[src/design/core_pkg.sv]
////////////////////////////////////////////////////////////
// core package: sizes, opcodes, execute ops and the
// instruction word with its register and immediate views
////////////////////////////////////////////////////////////

package core_pkg;

  // architectural and physical register spaces
  localparam int arch_regs   = 8;
  localparam int arch_idx_w  = 3;
  localparam int phys_regs   = 16;
  localparam int phys_idx_w  = 4;
  localparam int free_depth  = phys_regs - arch_regs;  // tags not mapped at any time
  localparam int free_idx_w  = 3;
  localparam int free_cnt_w  = 4;

  // window sizes
  localparam int rob_depth   = 8;
  localparam int rob_idx_w   = 3;
  localparam int rob_cnt_w   = 4;
  localparam int rs_depth    = 4;
  localparam int rs_idx_w    = 2;
  localparam int rs_cnt_w    = 3;

  localparam int data_w      = 32;
  localparam int imm_w       = 16;
  localparam int mul_latency = 3;   // issue to result bus

  // instruction opcodes
  localparam logic [2:0] op_add  = 3'd0;
  localparam logic [2:0] op_sub  = 3'd1;
  localparam logic [2:0] op_and  = 3'd2;
  localparam logic [2:0] op_xor  = 3'd3;
  localparam logic [2:0] op_addi = 3'd4;
  localparam logic [2:0] op_xori = 3'd5;
  localparam logic [2:0] op_mul  = 3'd6;

  typedef enum logic [2:0] {
    exec_add,
    exec_sub,
    exec_and,
    exec_xor,
    exec_mul
  } exec_op_e;

  // same 32 bits, two formats
  typedef union packed {
    struct packed {
      logic [2:0]            opcode;
      logic [arch_idx_w-1:0] dest;
      logic [arch_idx_w-1:0] src1;
      logic [arch_idx_w-1:0] src2;
      logic [19:0]           unused;
    } rtype;
    struct packed {
      logic [2:0]            opcode;
      logic [arch_idx_w-1:0] dest;
      logic [arch_idx_w-1:0] src1;
      logic [6:0]            unused;
      logic [imm_w-1:0]      imm;     // signed
    } itype;
  } inst_word_u;

endpackage

[src/design/exec_unit.sv]
////////////////////////////////////////////////////////////
// execute unit: one-cycle ALU and three-stage multiplier
// sharing the result bus
////////////////////////////////////////////////////////////

`timescale 1ns/10ps

module exec_unit import core_pkg::*; (
  input  logic                  clock,
  input  logic                  reset,
  input  logic                  issue_valid,
  input  exec_op_e              issue_op,
  input  logic [data_w-1:0]     issue_a,
  input  logic [data_w-1:0]     issue_b,
  input  logic [phys_idx_w-1:0] issue_tag,
  input  logic [rob_idx_w-1:0]  issue_rob,
  output logic                  issue_ok,
  output logic                  res_valid,
  output logic [phys_idx_w-1:0] res_tag,
  output logic [data_w-1:0]     res_data,
  output logic [rob_idx_w-1:0]  res_rob
);

  logic                   is_mul, alu_v;
  logic [data_w-1:0]      alu_out, alu_data;
  logic [phys_idx_w-1:0]  alu_tag;
  logic [rob_idx_w-1:0]   alu_rob;
  logic [mul_latency-1:0] mul_v;
  logic [data_w-1:0]      mul_p   [mul_latency];
  logic [phys_idx_w-1:0]  mul_tag [mul_latency];
  logic [rob_idx_w-1:0]   mul_rob [mul_latency];

  assign is_mul = (issue_op == exec_mul);

  always_comb begin
    case (issue_op)
      exec_sub: alu_out = issue_a - issue_b;
      exec_and: alu_out = issue_a & issue_b;
      exec_xor: alu_out = issue_a ^ issue_b;
      default:  alu_out = issue_a + issue_b;
    endcase
  end

  always_ff @(posedge clock) begin
    if (reset) begin
      alu_v <= 1'b0;
      mul_v <= '0;
    end else begin
      alu_v <= issue_valid & ~is_mul;
      mul_v <= {mul_v[mul_latency-2:0], issue_valid & is_mul};
    end
  end

  always_ff @(posedge clock) begin
    alu_data   <= alu_out;
    alu_tag    <= issue_tag;
    alu_rob    <= issue_rob;
    mul_p[0]   <= issue_a * issue_b;  // low word only
    mul_tag[0] <= issue_tag;
    mul_rob[0] <= issue_rob;
    for (int i = 1; i < mul_latency; i++) begin
      mul_p[i]   <= mul_p[i-1];
      mul_tag[i] <= mul_tag[i-1];
      mul_rob[i] <= mul_rob[i-1];
    end
  end

  // a multiply one stage from the end owns next cycle's bus
  assign issue_ok  = ~mul_v[mul_latency-2];
  assign res_valid = alu_v | mul_v[mul_latency-1];
  assign res_tag   = mul_v[mul_latency-1] ? mul_tag[mul_latency-1] : alu_tag;
  assign res_data  = mul_v[mul_latency-1] ? mul_p[mul_latency-1]   : alu_data;
  assign res_rob   = mul_v[mul_latency-1] ? mul_rob[mul_latency-1] : alu_rob;

endmodule

[src/design/inst_decoder.sv]
////////////////////////////////////////////////////////////
// instruction decoder: opcode to execute op, register
// fields and sign-extended immediate
////////////////////////////////////////////////////////////

`timescale 1ns/10ps

module inst_decoder import core_pkg::*; (
  input  inst_word_u            inst_word,
  output exec_op_e              op,
  output logic [arch_idx_w-1:0] dest,
  output logic [arch_idx_w-1:0] src1,
  output logic [arch_idx_w-1:0] src2,
  output logic [data_w-1:0]     imm,
  output logic                  use_imm
);

  logic [data_w-1:0] imm_ext;

  assign imm_ext = {{(data_w-imm_w){inst_word.itype.imm[imm_w-1]}}, inst_word.itype.imm};

  always_comb begin
    dest    = inst_word.rtype.dest;   // dest and src1 sit alike in both views
    src1    = inst_word.rtype.src1;
    src2    = inst_word.rtype.src2;
    op      = exec_add;
    imm     = '0;
    use_imm = 1'b0;
    case (inst_word.rtype.opcode)
      op_sub: op = exec_sub;
      op_and: op = exec_and;
      op_xor: op = exec_xor;
      op_mul: op = exec_mul;
      op_addi: begin
        op      = exec_add;
        imm     = imm_ext;
        use_imm = 1'b1;
      end
      op_xori: begin
        op      = exec_xor;
        imm     = imm_ext;
        use_imm = 1'b1;
      end
      default: op = exec_add;   // op_add and the spare code
    endcase
  end

endmodule

[src/design/ooo_core.sv]
////////////////////////////////////////////////////////////
// out-of-order core top: decode, rename, RS, execute,
// result bus and ROB behind a valid/ready dispatch port
////////////////////////////////////////////////////////////

`timescale 1ns/10ps

module ooo_core import core_pkg::*; (
  input  logic                  clock,
  input  logic                  reset,
  input  logic                  inst_valid,
  input  inst_word_u            inst_word,
  output logic                  inst_ready,
  output logic                  commit_wr_en,
  output logic [arch_idx_w-1:0] commit_wr_idx,
  output logic [data_w-1:0]     commit_wr_data
);

  // decode
  exec_op_e              op;
  logic [arch_idx_w-1:0] dest, src1, src2;
  logic [data_w-1:0]     imm;
  logic                  use_imm;
  // rename and operands
  logic [phys_idx_w-1:0] src1_tag, src2_tag, new_tag, old_tag, free_tag;
  logic                  free_empty, free_valid, rs_full, rob_full, dispatch;
  logic                  rd_ready1, rd_ready2;
  logic [data_w-1:0]     rd_data1, rd_data2;
  logic [rob_idx_w-1:0]  disp_rob;
  // issue and result bus
  logic                  issue_ok, issue_valid, res_valid;
  exec_op_e              issue_op;
  logic [data_w-1:0]     issue_a, issue_b, res_data;
  logic [phys_idx_w-1:0] issue_tag, res_tag;
  logic [rob_idx_w-1:0]  issue_rob, res_rob;

  ////////////////////////////////////////////////////////////
  // dispatch handshake
  assign inst_ready = ~rob_full & ~rs_full & ~free_empty;
  assign dispatch   = inst_valid & inst_ready;

  inst_decoder i_inst_decoder (
    .inst_word (inst_word),
    .op        (op),
    .dest      (dest),
    .src1      (src1),
    .src2      (src2),
    .imm       (imm),
    .use_imm   (use_imm)
  );

  rename_table i_rename_table (
    .clock      (clock),
    .reset      (reset),
    .dispatch   (dispatch),
    .dest       (dest),
    .src1       (src1),
    .src2       (src2),
    .src1_tag   (src1_tag),
    .src2_tag   (src2_tag),
    .new_tag    (new_tag),
    .old_tag    (old_tag),
    .free_empty (free_empty),
    .free_valid (free_valid),
    .free_tag   (free_tag)
  );

  phys_regfile i_phys_regfile (
    .clock       (clock),
    .reset       (reset),
    .alloc_valid (dispatch),
    .alloc_tag   (new_tag),
    .rd_tag1     (src1_tag),
    .rd_tag2     (src2_tag),
    .rd_ready1   (rd_ready1),
    .rd_ready2   (rd_ready2),
    .rd_data1    (rd_data1),
    .rd_data2    (rd_data2),
    .res_valid   (res_valid),
    .res_tag     (res_tag),
    .res_data    (res_data)
  );

  reservation_station i_reservation_station (
    .clock       (clock),
    .reset       (reset),
    .dispatch    (dispatch),
    .op          (op),
    .imm         (imm),
    .use_imm     (use_imm),
    .src1_tag    (src1_tag),
    .src2_tag    (src2_tag),
    .new_tag     (new_tag),
    .rd_ready1   (rd_ready1),
    .rd_ready2   (rd_ready2),
    .rd_data1    (rd_data1),
    .rd_data2    (rd_data2),
    .disp_rob    (disp_rob),
    .rs_full     (rs_full),
    .res_valid   (res_valid),
    .res_tag     (res_tag),
    .res_data    (res_data),
    .issue_ok    (issue_ok),
    .issue_valid (issue_valid),
    .issue_op    (issue_op),
    .issue_a     (issue_a),
    .issue_b     (issue_b),
    .issue_tag   (issue_tag),
    .issue_rob   (issue_rob)
  );

  exec_unit i_exec_unit (
    .clock       (clock),
    .reset       (reset),
    .issue_valid (issue_valid),
    .issue_op    (issue_op),
    .issue_a     (issue_a),
    .issue_b     (issue_b),
    .issue_tag   (issue_tag),
    .issue_rob   (issue_rob),
    .issue_ok    (issue_ok),
    .res_valid   (res_valid),
    .res_tag     (res_tag),
    .res_data    (res_data),
    .res_rob     (res_rob)
  );

  reorder_buffer i_reorder_buffer (
    .clock          (clock),
    .reset          (reset),
    .dispatch       (dispatch),
    .dest           (dest),
    .new_tag        (new_tag),
    .old_tag        (old_tag),
    .disp_rob       (disp_rob),
    .rob_full       (rob_full),
    .res_valid      (res_valid),
    .res_rob        (res_rob),
    .res_data       (res_data),
    .commit_wr_en   (commit_wr_en),
    .commit_wr_idx  (commit_wr_idx),
    .commit_wr_data (commit_wr_data),
    .free_valid     (free_valid),
    .free_tag       (free_tag)
  );

endmodule

[src/design/phys_regfile.sv]
////////////////////////////////////////////////////////////
// physical register file: values and ready bits, written
// from the result bus with same-cycle forwarding
////////////////////////////////////////////////////////////

`timescale 1ns/10ps

module phys_regfile import core_pkg::*; (
  input  logic                  clock,
  input  logic                  reset,
  input  logic                  alloc_valid,
  input  logic [phys_idx_w-1:0] alloc_tag,
  input  logic [phys_idx_w-1:0] rd_tag1,
  input  logic [phys_idx_w-1:0] rd_tag2,
  output logic                  rd_ready1,
  output logic                  rd_ready2,
  output logic [data_w-1:0]     rd_data1,
  output logic [data_w-1:0]     rd_data2,
  input  logic                  res_valid,
  input  logic [phys_idx_w-1:0] res_tag,
  input  logic [data_w-1:0]     res_data
);

  logic [data_w-1:0]    value_q [phys_regs];
  logic [phys_regs-1:0] ready_q;
  logic                 hit1, hit2;

  always_ff @(posedge clock) begin
    if (reset) begin
      ready_q <= '1;   // everything zero and ready
      for (int i = 0; i < phys_regs; i++) begin
        value_q[i] <= '0;
      end
    end else begin
      if (alloc_valid) ready_q[alloc_tag] <= 1'b0;  // pending until its result
      if (res_valid) begin
        ready_q[res_tag] <= 1'b1;
        value_q[res_tag] <= res_data;
      end
    end
  end

  // bypass the result being written this cycle
  assign hit1      = res_valid && (res_tag == rd_tag1);
  assign hit2      = res_valid && (res_tag == rd_tag2);
  assign rd_ready1 = ready_q[rd_tag1] | hit1;
  assign rd_ready2 = ready_q[rd_tag2] | hit2;
  assign rd_data1  = hit1 ? res_data : value_q[rd_tag1];
  assign rd_data2  = hit2 ? res_data : value_q[rd_tag2];

endmodule

[src/design/rename_table.sv]
////////////////////////////////////////////////////////////
// rename table: arch to phys map plus circular free list
////////////////////////////////////////////////////////////

`timescale 1ns/10ps

module rename_table import core_pkg::*; (
  input  logic                  clock,
  input  logic                  reset,
  input  logic                  dispatch,
  input  logic [arch_idx_w-1:0] dest,
  input  logic [arch_idx_w-1:0] src1,
  input  logic [arch_idx_w-1:0] src2,
  output logic [phys_idx_w-1:0] src1_tag,
  output logic [phys_idx_w-1:0] src2_tag,
  output logic [phys_idx_w-1:0] new_tag,
  output logic [phys_idx_w-1:0] old_tag,
  output logic                  free_empty,
  input  logic                  free_valid,
  input  logic [phys_idx_w-1:0] free_tag
);

  logic [phys_idx_w-1:0] map_q  [arch_regs];
  logic [phys_idx_w-1:0] free_q [free_depth];
  logic [free_idx_w-1:0] head, tail;
  logic [free_cnt_w-1:0] count;

  // lookups read the map as it stood before this dispatch
  assign src1_tag   = map_q[src1];
  assign src2_tag   = map_q[src2];
  assign old_tag    = map_q[dest];
  assign new_tag    = free_q[head];
  assign free_empty = (count == '0);

  always_ff @(posedge clock) begin
    if (reset) begin
      for (int i = 0; i < arch_regs; i++) begin
        map_q[i] <= phys_idx_w'(i);               // identity map
      end
      for (int i = 0; i < free_depth; i++) begin
        free_q[i] <= phys_idx_w'(arch_regs + i);  // upper tags free
      end
      head  <= '0;
      tail  <= '0;
      count <= free_cnt_w'(free_depth);
    end else begin
      if (dispatch) begin
        map_q[dest] <= new_tag;
        head        <= head + 1'b1;  // pop
      end
      if (free_valid) begin
        free_q[tail] <= free_tag;    // push retired mapping
        tail         <= tail + 1'b1;
      end
      // pop and push together leave count alone
      count <= count + free_cnt_w'(free_valid) - free_cnt_w'(dispatch);
    end
  end

endmodule

[src/design/reorder_buffer.sv]
////////////////////////////////////////////////////////////
// reorder buffer: in-order retire of completed results,
// releases the replaced physical tag
////////////////////////////////////////////////////////////

`timescale 1ns/10ps

module reorder_buffer import core_pkg::*; (
  input  logic                  clock,
  input  logic                  reset,
  input  logic                  dispatch,
  input  logic [arch_idx_w-1:0] dest,
  input  logic [phys_idx_w-1:0] new_tag,
  input  logic [phys_idx_w-1:0] old_tag,
  output logic [rob_idx_w-1:0]  disp_rob,
  output logic                  rob_full,
  input  logic                  res_valid,
  input  logic [rob_idx_w-1:0]  res_rob,
  input  logic [data_w-1:0]     res_data,
  output logic                  commit_wr_en,
  output logic [arch_idx_w-1:0] commit_wr_idx,
  output logic [data_w-1:0]     commit_wr_data,
  output logic                  free_valid,
  output logic [phys_idx_w-1:0] free_tag
);

  logic [rob_depth-1:0]  done;
  logic [arch_idx_w-1:0] dest_q  [rob_depth];
  logic [phys_idx_w-1:0] old_q   [rob_depth];
  logic [data_w-1:0]     value_q [rob_depth];
  logic [rob_idx_w-1:0]  head, tail;
  logic [rob_cnt_w-1:0]  count;
  logic                  retire;

  assign disp_rob = tail;
  assign rob_full = (count == rob_cnt_w'(rob_depth));
  assign retire   = (count != '0) && done[head];

  ////////////////////////////////////////////////////////////
  // pointers and completion
  always_ff @(posedge clock) begin
    if (reset) begin
      done  <= '0;
      head  <= '0;
      tail  <= '0;
      count <= '0;
    end else begin
      if (dispatch) begin
        done[tail] <= 1'b0;
        tail       <= tail + 1'b1;
      end
      if (res_valid) done[res_rob] <= 1'b1;  // never the entry being allocated
      if (retire) head <= head + 1'b1;
      count <= count + rob_cnt_w'(dispatch) - rob_cnt_w'(retire);
    end
  end

  // per-entry payload
  always_ff @(posedge clock) begin
    if (dispatch) begin
      dest_q[tail] <= dest;
      old_q[tail]  <= old_tag;
    end
    if (res_valid) value_q[res_rob] <= res_data;  // own copy for commit
  end

  ////////////////////////////////////////////////////////////
  // commit port, one per cycle at most
  assign commit_wr_en   = retire;
  assign commit_wr_idx  = dest_q[head];
  assign commit_wr_data = value_q[head];
  assign free_valid     = retire;         // old mapping goes back to the free list
  assign free_tag       = old_q[head];

endmodule

[src/design/reservation_station.sv]
////////////////////////////////////////////////////////////
// reservation station: compacting queue, slot 0 oldest,
// result bus wakeup and oldest-ready issue
////////////////////////////////////////////////////////////

`timescale 1ns/10ps

module reservation_station import core_pkg::*; (
  input  logic                  clock,
  input  logic                  reset,
  input  logic                  dispatch,
  input  exec_op_e              op,
  input  logic [data_w-1:0]     imm,
  input  logic                  use_imm,
  input  logic [phys_idx_w-1:0] src1_tag,
  input  logic [phys_idx_w-1:0] src2_tag,
  input  logic [phys_idx_w-1:0] new_tag,
  input  logic                  rd_ready1,
  input  logic                  rd_ready2,
  input  logic [data_w-1:0]     rd_data1,
  input  logic [data_w-1:0]     rd_data2,
  input  logic [rob_idx_w-1:0]  disp_rob,
  output logic                  rs_full,
  input  logic                  res_valid,
  input  logic [phys_idx_w-1:0] res_tag,
  input  logic [data_w-1:0]     res_data,
  input  logic                  issue_ok,
  output logic                  issue_valid,
  output exec_op_e              issue_op,
  output logic [data_w-1:0]     issue_a,
  output logic [data_w-1:0]     issue_b,
  output logic [phys_idx_w-1:0] issue_tag,
  output logic [rob_idx_w-1:0]  issue_rob
);

  logic [rs_depth-1:0]   valid, a_rdy, b_rdy;
  exec_op_e              op_q   [rs_depth];
  logic [data_w-1:0]     a_q    [rs_depth];
  logic [data_w-1:0]     b_q    [rs_depth];
  logic [phys_idx_w-1:0] tag_a  [rs_depth];
  logic [phys_idx_w-1:0] tag_b  [rs_depth];
  logic [phys_idx_w-1:0] dst_q  [rs_depth];
  logic [rob_idx_w-1:0]  rob_q  [rs_depth];
  logic [rs_cnt_w-1:0]   count;

  logic [rs_depth-1:0]   a_rdy_w, b_rdy_w, ready;
  logic [data_w-1:0]     a_w    [rs_depth];
  logic [data_w-1:0]     b_w    [rs_depth];
  logic [rs_idx_w-1:0]   sel, wr_slot;
  logic                  fire;

  ////////////////////////////////////////////////////////////
  // wakeup and select
  always_comb begin
    sel = '0;
    for (int i = rs_depth - 1; i >= 0; i--) begin
      a_rdy_w[i] = a_rdy[i] | (res_valid && tag_a[i] == res_tag);
      b_rdy_w[i] = b_rdy[i] | (res_valid && tag_b[i] == res_tag);
      a_w[i]     = a_rdy[i] ? a_q[i] : res_data;  // only kept once tag matched
      b_w[i]     = b_rdy[i] ? b_q[i] : res_data;
      ready[i]   = valid[i] & a_rdy[i] & b_rdy[i];
      if (ready[i]) sel = rs_idx_w'(i);           // lowest slot wins, oldest
    end
  end

  assign fire    = issue_ok && (|ready);
  assign wr_slot = rs_idx_w'(count - rs_cnt_w'(fire));  // first free after compaction
  assign rs_full = (count == rs_cnt_w'(rs_depth));

  assign issue_valid = fire;
  assign issue_op    = op_q[sel];
  assign issue_a     = a_q[sel];
  assign issue_b     = b_q[sel];
  assign issue_tag   = dst_q[sel];
  assign issue_rob   = rob_q[sel];

  ////////////////////////////////////////////////////////////
  // shift down over the issued slot, then append
  always_ff @(posedge clock) begin
    int j;
    if (reset) begin
      valid <= '0;
      count <= '0;
    end else begin
      for (int i = 0; i < rs_depth; i++) begin
        j = (fire && i >= sel && i < rs_depth - 1) ? i + 1 : i;
        valid[i] <= valid[j] && !(fire && i == rs_depth - 1);  // top empties on issue
        a_rdy[i] <= a_rdy_w[j];
        b_rdy[i] <= b_rdy_w[j];
        op_q[i]  <= op_q[j];
        a_q[i]   <= a_w[j];
        b_q[i]   <= b_w[j];
        tag_a[i] <= tag_a[j];
        tag_b[i] <= tag_b[j];
        dst_q[i] <= dst_q[j];
        rob_q[i] <= rob_q[j];
      end
      if (dispatch) begin
        valid[wr_slot] <= 1'b1;
        op_q[wr_slot]  <= op;
        a_q[wr_slot]   <= rd_data1;
        a_rdy[wr_slot] <= rd_ready1;
        tag_a[wr_slot] <= src1_tag;
        b_q[wr_slot]   <= use_imm ? imm : rd_data2;  // immediate rides as operand b
        b_rdy[wr_slot] <= use_imm | rd_ready2;
        tag_b[wr_slot] <= src2_tag;
        dst_q[wr_slot] <= new_tag;
        rob_q[wr_slot] <= disp_rob;
      end
      count <= count + rs_cnt_w'(dispatch) - rs_cnt_w'(fire);
    end
  end

endmodule

[config.mk]
export PLATFORM = sky130hd
export DESIGN_NAME = ooo_core
export DESIGN_NICKNAME = d
export VERILOG_FILES = /design/src/design/core_pkg.sv /design/src/design/exec_unit.sv /design/src/design/inst_decoder.sv /design/src/design/ooo_core.sv /design/src/design/phys_regfile.sv /design/src/design/rename_table.sv /design/src/design/reorder_buffer.sv /design/src/design/reservation_station.sv
export SDC_FILE = /design/constraint.sdc
export NUM_CORES = 2
export LEC_CHECK = 0
export ABC_CLOCK_PERIOD_IN_PS = 11800
export BUFFER_PORTS_ARGS = -buffer_cell sky130_fd_sc_hd__buf_2
export CORE_MARGIN = 2
export CORE_UTILIZATION = 45
export CTS_BUF_LIST = sky130_fd_sc_hd__clkbuf_16
export DETAILED_ROUTE_END_ITERATION = 7
export MAX_ROUTING_LAYER = met4
export SETUP_SLACK_MARGIN = 0.3
export SYNTH_ARGS = -nofsm -noshare
export SYNTH_HDL_FRONTEND = slang
export SYNTH_SLANG_ARGS = --single-unit
export TNS_END_PERCENT = 30
[constraint.sdc]
create_clock -name clock -period 11.8 [get_ports clock]
set_input_delay 2.36 -clock clock [delete_from_list [all_inputs] [get_ports clock]]
set_output_delay 2.36 -clock clock [all_outputs]
set_load 0.05 [all_outputs]
# Yosys cells after proc, flatten, opt, wreduce, memory -nomap -nowiden
# Memory sizes are Yosys's and may differ from the RTL's. A register that Yosys moved wholly into a read port is not among the register bits.
# Cells that the tools add are included.
[totals] regBits=102 mem_bits_rw=1333 inputBits=35 output_inout_bits=37 elab_cells=305 memories=16
[mem_list] name="i_phys_regfile.value_q" depth=16 width=32 read_ports=2 rd_ports_with_merged_regs=0 write_ports=16 line_no="phys_regfile.sv:24" text="logic [data_w-1:0] value_q [phys_regs];"
[mem_list] name="i_reorder_buffer.value_q" depth=8 width=32 read_ports=1 rd_ports_with_merged_regs=1 write_ports=1 line_no="reorder_buffer.sv:30" text="logic [data_w-1:0] value_q [rob_depth];"
[mem_list] name="i_reservation_station.a_q" depth=4 width=32 read_ports=5 rd_ports_with_merged_regs=0 write_ports=5 line_no="reservation_station.sv:38" text="logic [data_w-1:0] a_q [rs_depth];"
[mem_list] name="i_reservation_station.b_q" depth=4 width=32 read_ports=5 rd_ports_with_merged_regs=0 write_ports=5 line_no="reservation_station.sv:39" text="logic [data_w-1:0] b_q [rs_depth];"
[mem_list] name="i_exec_unit.mul_p" depth=3 width=32 read_ports=3 rd_ports_with_merged_regs=0 write_ports=3 line_no="exec_unit.sv:29" text="logic [data_w-1:0] mul_p [mul_latency];"
[mem_list] name="i_rename_table.free_q" depth=8 width=4 read_ports=1 rd_ports_with_merged_regs=1 write_ports=8 line_no="rename_table.sv:24" text="logic [phys_idx_w-1:0] free_q [free_depth];"
[mem_list] name="+10 memories"
[op_classes] add_sub_neg=13 multipliers=1 order_cmp=22 n_eq_ne=23 mux=137 bitwise_logic=42 n_reduce_logical=34
[op_table] cell="32-bit 2-to-1 mux" n=26
[op_table] cell="32-bit binary-select mux with 2-bit select" n=6
[op_table] cell="32-bit by 3-bit >= comparator with 1-bit output, second input constant" n=3
[op_table] cell="32-bit by 4-bit less-than comparator with 1-bit output, second input constant" n=3
[op_table] cell="32-bit inverter" n=3
[op_table] cell="32-bit case mux with 3 select lines" n=1
[op_table] cell="1-bit 2-to-1 mux" n=49
[op_table] cell="16-bit 2-to-1 mux" n=3
[op_table] cell="4-bit equality test" n=10
[op_table] cell="3-bit 2-to-1 mux" n=13
[op_table] cell="32-bit adder" n=1
[op_table] cell="32-bit bitwise AND" n=1
[op_table] cell="32-bit by 32-bit multiplier with 32-bit output" n=1
[op_table] cell="4-bit 2-to-1 mux" n=8
[op_table] cell="32-bit OR reduction" n=1
[op_table] cell="32-bit subtractor" n=1
[op_table] cell="32-bit bitwise XOR" n=1
[op_table] cell="8-bit 2-to-1 mux" n=3
[op_table] cell="1-bit logical AND" n=21
[op_table] cell="4-bit by 5-bit less-than comparator with 1-bit output, second input constant" n=4
[op_table] cell="1-bit binary-select mux with 2-bit select" n=9
[op_table] cell="16-bit bitwise AND" n=1
[op_table] cell="2-bit 2-to-1 mux" n=8
[op_table] cell="16-bit inverter" n=1
[op_table] cell="other kinds (40)" n=94

# Longest topological paths before layout
[logic_depth] word_depth=14 depth_mapped=39 mapped_depth_nobuf=33

# Cells and area by module
# A second synthesis with hierarchy kept.
[unflattened] cells_unflattened=7404 hier_area_um2=90254.1
[modules_own_cells] module="phys_regfile" instances=1 cells_each=1842 area_each_um2=28329.7 seq_area_each_um2=15695.1
[modules_own_cells] module="exec_unit" instances=1 cells_each=2397 area_each_um2=22431.5 seq_area_each_um2=3062.9
[modules_own_cells] module="reservation_station" instances=1 cells_each=2218 area_each_um2=22167.5 seq_area_each_um2=10229.8
[modules_own_cells] module="reorder_buffer" instances=1 cells_each=587 area_each_um2=12801.0 seq_area_each_um2=9789.4
[modules_own_cells] module="rename_table" instances=1 cells_each=310 area_each_um2=4140.2 seq_area_each_um2=2182.1
[modules_own_cells] module="inst_decoder" instances=1 cells_each=48 area_each_um2=364.1 seq_area_each_um2=0.0
[modules_own_cells] module="ooo_core" instances=1 cells_each=2 area_each_um2=20.0 seq_area_each_um2=0.0

# Worst setup path before layout
# OpenSTA, ideal clock, no wires.
[synth_path] path_type="flip-flop to flip-flop" from="register i_reservation_station.b_rdy[0]" to="memory i_exec_unit.mul_p[0][31]" setup_time_ns=0.072 arrival_time_ns=8.728 required_time_ns=11.728 setup_slack_ns=3.000 stages_incl_launch_ff=38 n_path_buf=7 synth_period_minus_slack_ns=8.800 path_cell_list="edfxtp_1 > and3_1 > buf_2 > a211oi_2 > buf_4 > buf_6 > buf_6 > buf_6 > buf_2 > nand3_1 > nand2_1 > clkbuf_1 > nor2_1 > fa_1 > inv_1 > fa_1 > fa_1 > inv_1 > [2 not listed] > ha_1 > inv_1 > fa_1 > inv_1 > fa_1 > ha_1 > a21o_1 > a21oi_1 > o21ai_1 > a21oi_1 > o21ai_1 > a41o_1 > o41a_1 > a41o_1 > o41a_1 > a221o_1 > a21oi_1 > xnor2_1"
[synth_lines] element="start, declared" line_no="reservation_station.sv:36" text="logic [rs_depth-1:0] valid, a_rdy, b_rdy;"
[synth_lines] element="start signal, assigned by index" line_no="reservation_station.sv:89" text="b_rdy[i] <= b_rdy_w[j];"
[synth_lines] element="start signal, assigned by index" line_no="reservation_station.sv:105" text="b_rdy[wr_slot] <= use_imm | rd_ready2;"
[synth_lines] element="end, declared" line_no="exec_unit.sv:29"

==> flow_metrics.py <==
metrics = {
    "critical_path": {
        "r2r_cells": 30,
        "crit_top_cell": "fa_1",
        "cp_slowest_cell": "edfxtp_1",
        "cp_max_fo": 55,
        "critical-path-max-stage-delay_ps": 770,
        "crit_type": "reg2reg",
        "start_kind": "register",
        "arrival_ps": 11500,
        "crit_path_end_kind": "register",
        "worst_ep_required_time_ps": 12550,
    },
    "sta": {
        "finalClockSkew_ps": 59.66,
        "finalWorstSetupSlack_ps": 1048,
        "setup_violations": 0,
        "tightest_slew_ps": 1346,
        "fmax_mhz": 93.00,
        "setup_tns_ps": 0,
        "worst_hold_slack_ps": 324.8,
        "rsz0062_at_grt": "false",
        "drv_slew": 0,
        "hold_viol_final": 0,
        "finalCritPeriodShare_pct": 91.12,
        "slew_headroom_pct": 9.344,
        "finalWorstPathRequiredPeriod_ps": 10750,
    },
    "synthesis": {
        "async_flop_share_pct": 0,
        "avgSynthCellArea_um2": 9.596,
        "synth_area_leaders": "edfxtp_1, fa_1, nand2_1",
        "syn-instance-count": 9232,
        "synth_area_um2": 88590,
        "syn_nets": 9882,
        "synth-edff-count": 1224,
        "yosys.area.top_type": "edfxtp_1",
        "seq_area_frac_synth_pct": 46.24,
        "yosys.cell_types.count": 86,
        "synth_top_area_share_pct": 41.49,
        "ys.flop_type": "edfxtp_1",
        "synth_seq_cells": 1434,
        "ys_warn_count": 0,
    },
    "cells_and_area": {
        "drive_above_1_share_pct": 9.665,
        "nets": 9639,
        "multi_input_area_um2": 43460,
        "num-fill-cells": 17680,
        "area_growth_pct": 9.441,
        "regArea_um2": 40970,
    },
    "drt": {
        "via_per_inst": 6.094,
        "ant_nets": 0,
        "wl_per_cell_um": 27.08,
        "wl_met3_um": 38640,
        "route.vias.total": 71570,
        "wl_met2_um": 140700,
        "wirelength_um": 318000,
        "drc": 0,
        "wirelength_met1_um": 123200,
        "dr.max_layer_used": "met4",
        "drt_iter0_markers": 10040,
        "dr.pass1.iters": 6,
    },
    "floorplanning": {
        "io_pins": 72,
        "die_w_um": 447.7,
        "start_util_pct": 45.38,
        "core_area_um2": 195200,
        "core.rowCount": 162,
        "die-area_um2": 200400,
        "die_y_um": 447.7,
    },
    "place": {
        "routabilityCongestion": 0.9864,
        "hpwlAfterDp_um": 197800,
        "pre_cts_slack_ps": 1236,
        "numPortBuffers": 67,
    },
    "clocking": {
        "clockRootBuffer": "clkbuf_16",
        "clockBufferDepth": 3,
        "cts.sinks": 1434,
        "post-cts-setup-buffers": 0,
        "post_cts_resized": 0,
        "clk_latency_ps": 840,
        "path_clk_slew_ps": 60,
        "numCtsBuffers": 157,
        "ctsHoldBuffers": 0,
        "htreeDepth": 4,
        "cts_tree": "yes",
    },
    "global_route": {
        "antenna_found_initial": 7,
        "grt_overflow": 0,
        "grt_pass1_wl_um": 465200,
        "grt_use_total_pct": 32.42,
        "grt_max_degree": 168,
        "grt_pass1_vias": 69700,
    },
    "worst_hold_path": {
        "worstHoldPathCells": 0,
        "hp-class": "reg2reg",
    },
    "flow_run": {
        "drv_cap": 0,
    },
    "run_status": {
        "status": "completed",
    },
}
==> worst paths after layout <==
check / to / startpoint / slack [ps]
min reg2reg: i_exec_unit.mul_p[0][77]$_DFF_P_ / i_exec_unit.mul_p[0][45]$_DFF_P_ / 320
max: i_exec_unit.mul_p[0][30]$_DFF_P_ / i_reservation_station.b_rdy[1]$_DFFE_PN_ / 1050
min: i_exec_unit.mul_p[0][77]$_DFF_P_ / i_exec_unit.mul_p[0][45]$_DFF_P_ / 320
max reg2reg: i_exec_unit.mul_p[0][30]$_DFF_P_ / i_reservation_station.b_rdy[1]$_DFFE_PN_ / 1050
==> placed cells by master (no fill, tap or decap), types with 53 or more instances in the layout <==
cell type	count
fa_1	412
and3_1	129
ha_1	203
mux4_2	109
nand2_1	1968
buf_4	211
dfxtp_1	206
clkinv_1	53
edfxtp_1	1224
nor2_1	1154
mux2_2	93
a211oi_1	76
mux2i_1	153
nand3_1	514
o21ai_0	336
inv_1	547
xnor2_1	149
a21o_1	55
clkbuf_16	157
a21oi_1	412
buf_2	67
a31oi_1	96
a311oi_1	168
o22ai_1	98
==> kinds of logic (layout without fill, tap and decap cells) <==
family          after synthesis  in the layout  synth area share (%)
compound gates             1357           1357                 9.549
xor+xnor                    193            193                 1.908
fa+ha+maj                   619            619                 12.23
buf+inv                    1240           1123                 5.387
flops                      1434           1434                 46.24
mux                         401            401                 6.209
other cells                   0              6                     0
simple gates               3988           3988                 18.48
==> metrics by stage <==
stage | util, % | cells | area [µm²]
floorplan | - | 9232 | 88590
global placement | 47.08 | 11450 | 91910
detailed placement | 47.08 | 11450 | 91910
CTS | 49.66 | 11740 | 96930
global route | 49.67 | 11740 | 96950
finish | 49.67 | 11750 | 96950
==> flip-flops by register name, summed over array words and instances, names as in the netlist, 24 cells and up, named ones only <==
name and cells:
i_exec_unit.alu_data 32, i_exec_unit.mul_p 96, i_phys_regfile.value_q 512, i_rename_table.free_q 32
i_rename_table.map_q 32, i_reorder_buffer.dest_q 24, i_reorder_buffer.old_q 32, i_reorder_buffer.value_q 256
i_reservation_station.a_q 128, i_reservation_station.b_q 128
==> cell type report <==
type	count	area share (%)
Multi-Input combinational cell	6558	44.83
Timing Repair Buffer	287	2.166
Tap cell	2624	3.386
Clock buffer	157	4.052
Inverter	551	2.158
Antenna cell	6	0.01549
Clock inverter	128	1.133
Sequential cell	1434	42.26
==> critical path, delay by kind of cell, from the launching register on <==
kind	cells	cell delay, ps
and+or+nand+nor	4	1560
buffers and inverters	3	430
DFF	1	770
adders and majority gates	9	3890
xor gates and xnor gates	1	150
AOI/OAI and AO/OA	11	3090
muxes	2	670
==> Yosys cell counts (12+ instances only) <==
cell and count:
inv_1 520, buf_4 12, xnor2_1 149, nand2b_1 15
nand3_1 517, fa_1 412, nor2b_1 43, inv_2 12
mux4_2 109, a21o_1 55, mux2i_1 197, nor2_1 1168
and3_1 129, a311oi_1 168, buf_2 22, a211oi_1 76
o21ai_0 339, clkbuf_1 581, clkinv_1 19, xor2_1 44
o22ai_1 98, ha_1 203, buf_1 68, nand2_1 2002
and2_1 33, nor3_1 32, mux2_2 94, dfxtp_1 210
a21oi_1 412, o221ai_1 32, edfxtp_1 1224, a31oi_1 97
==> metal layers <==
| layer | global-route usage, % | up-vias |
|---|---|---|
| met1 | 42.60 | 34990 |
| met2 | 48.73 | 4623 |
| li1 | - | 31160 |
| met3 | 6.728 | 797 |
| met5 | - | - |
| met4 | 13.80 | 0 |
Power is left out: the tool's default activity adds up to more than one toggle a clock period on the data nets, which glitch-free logic cannot reach.
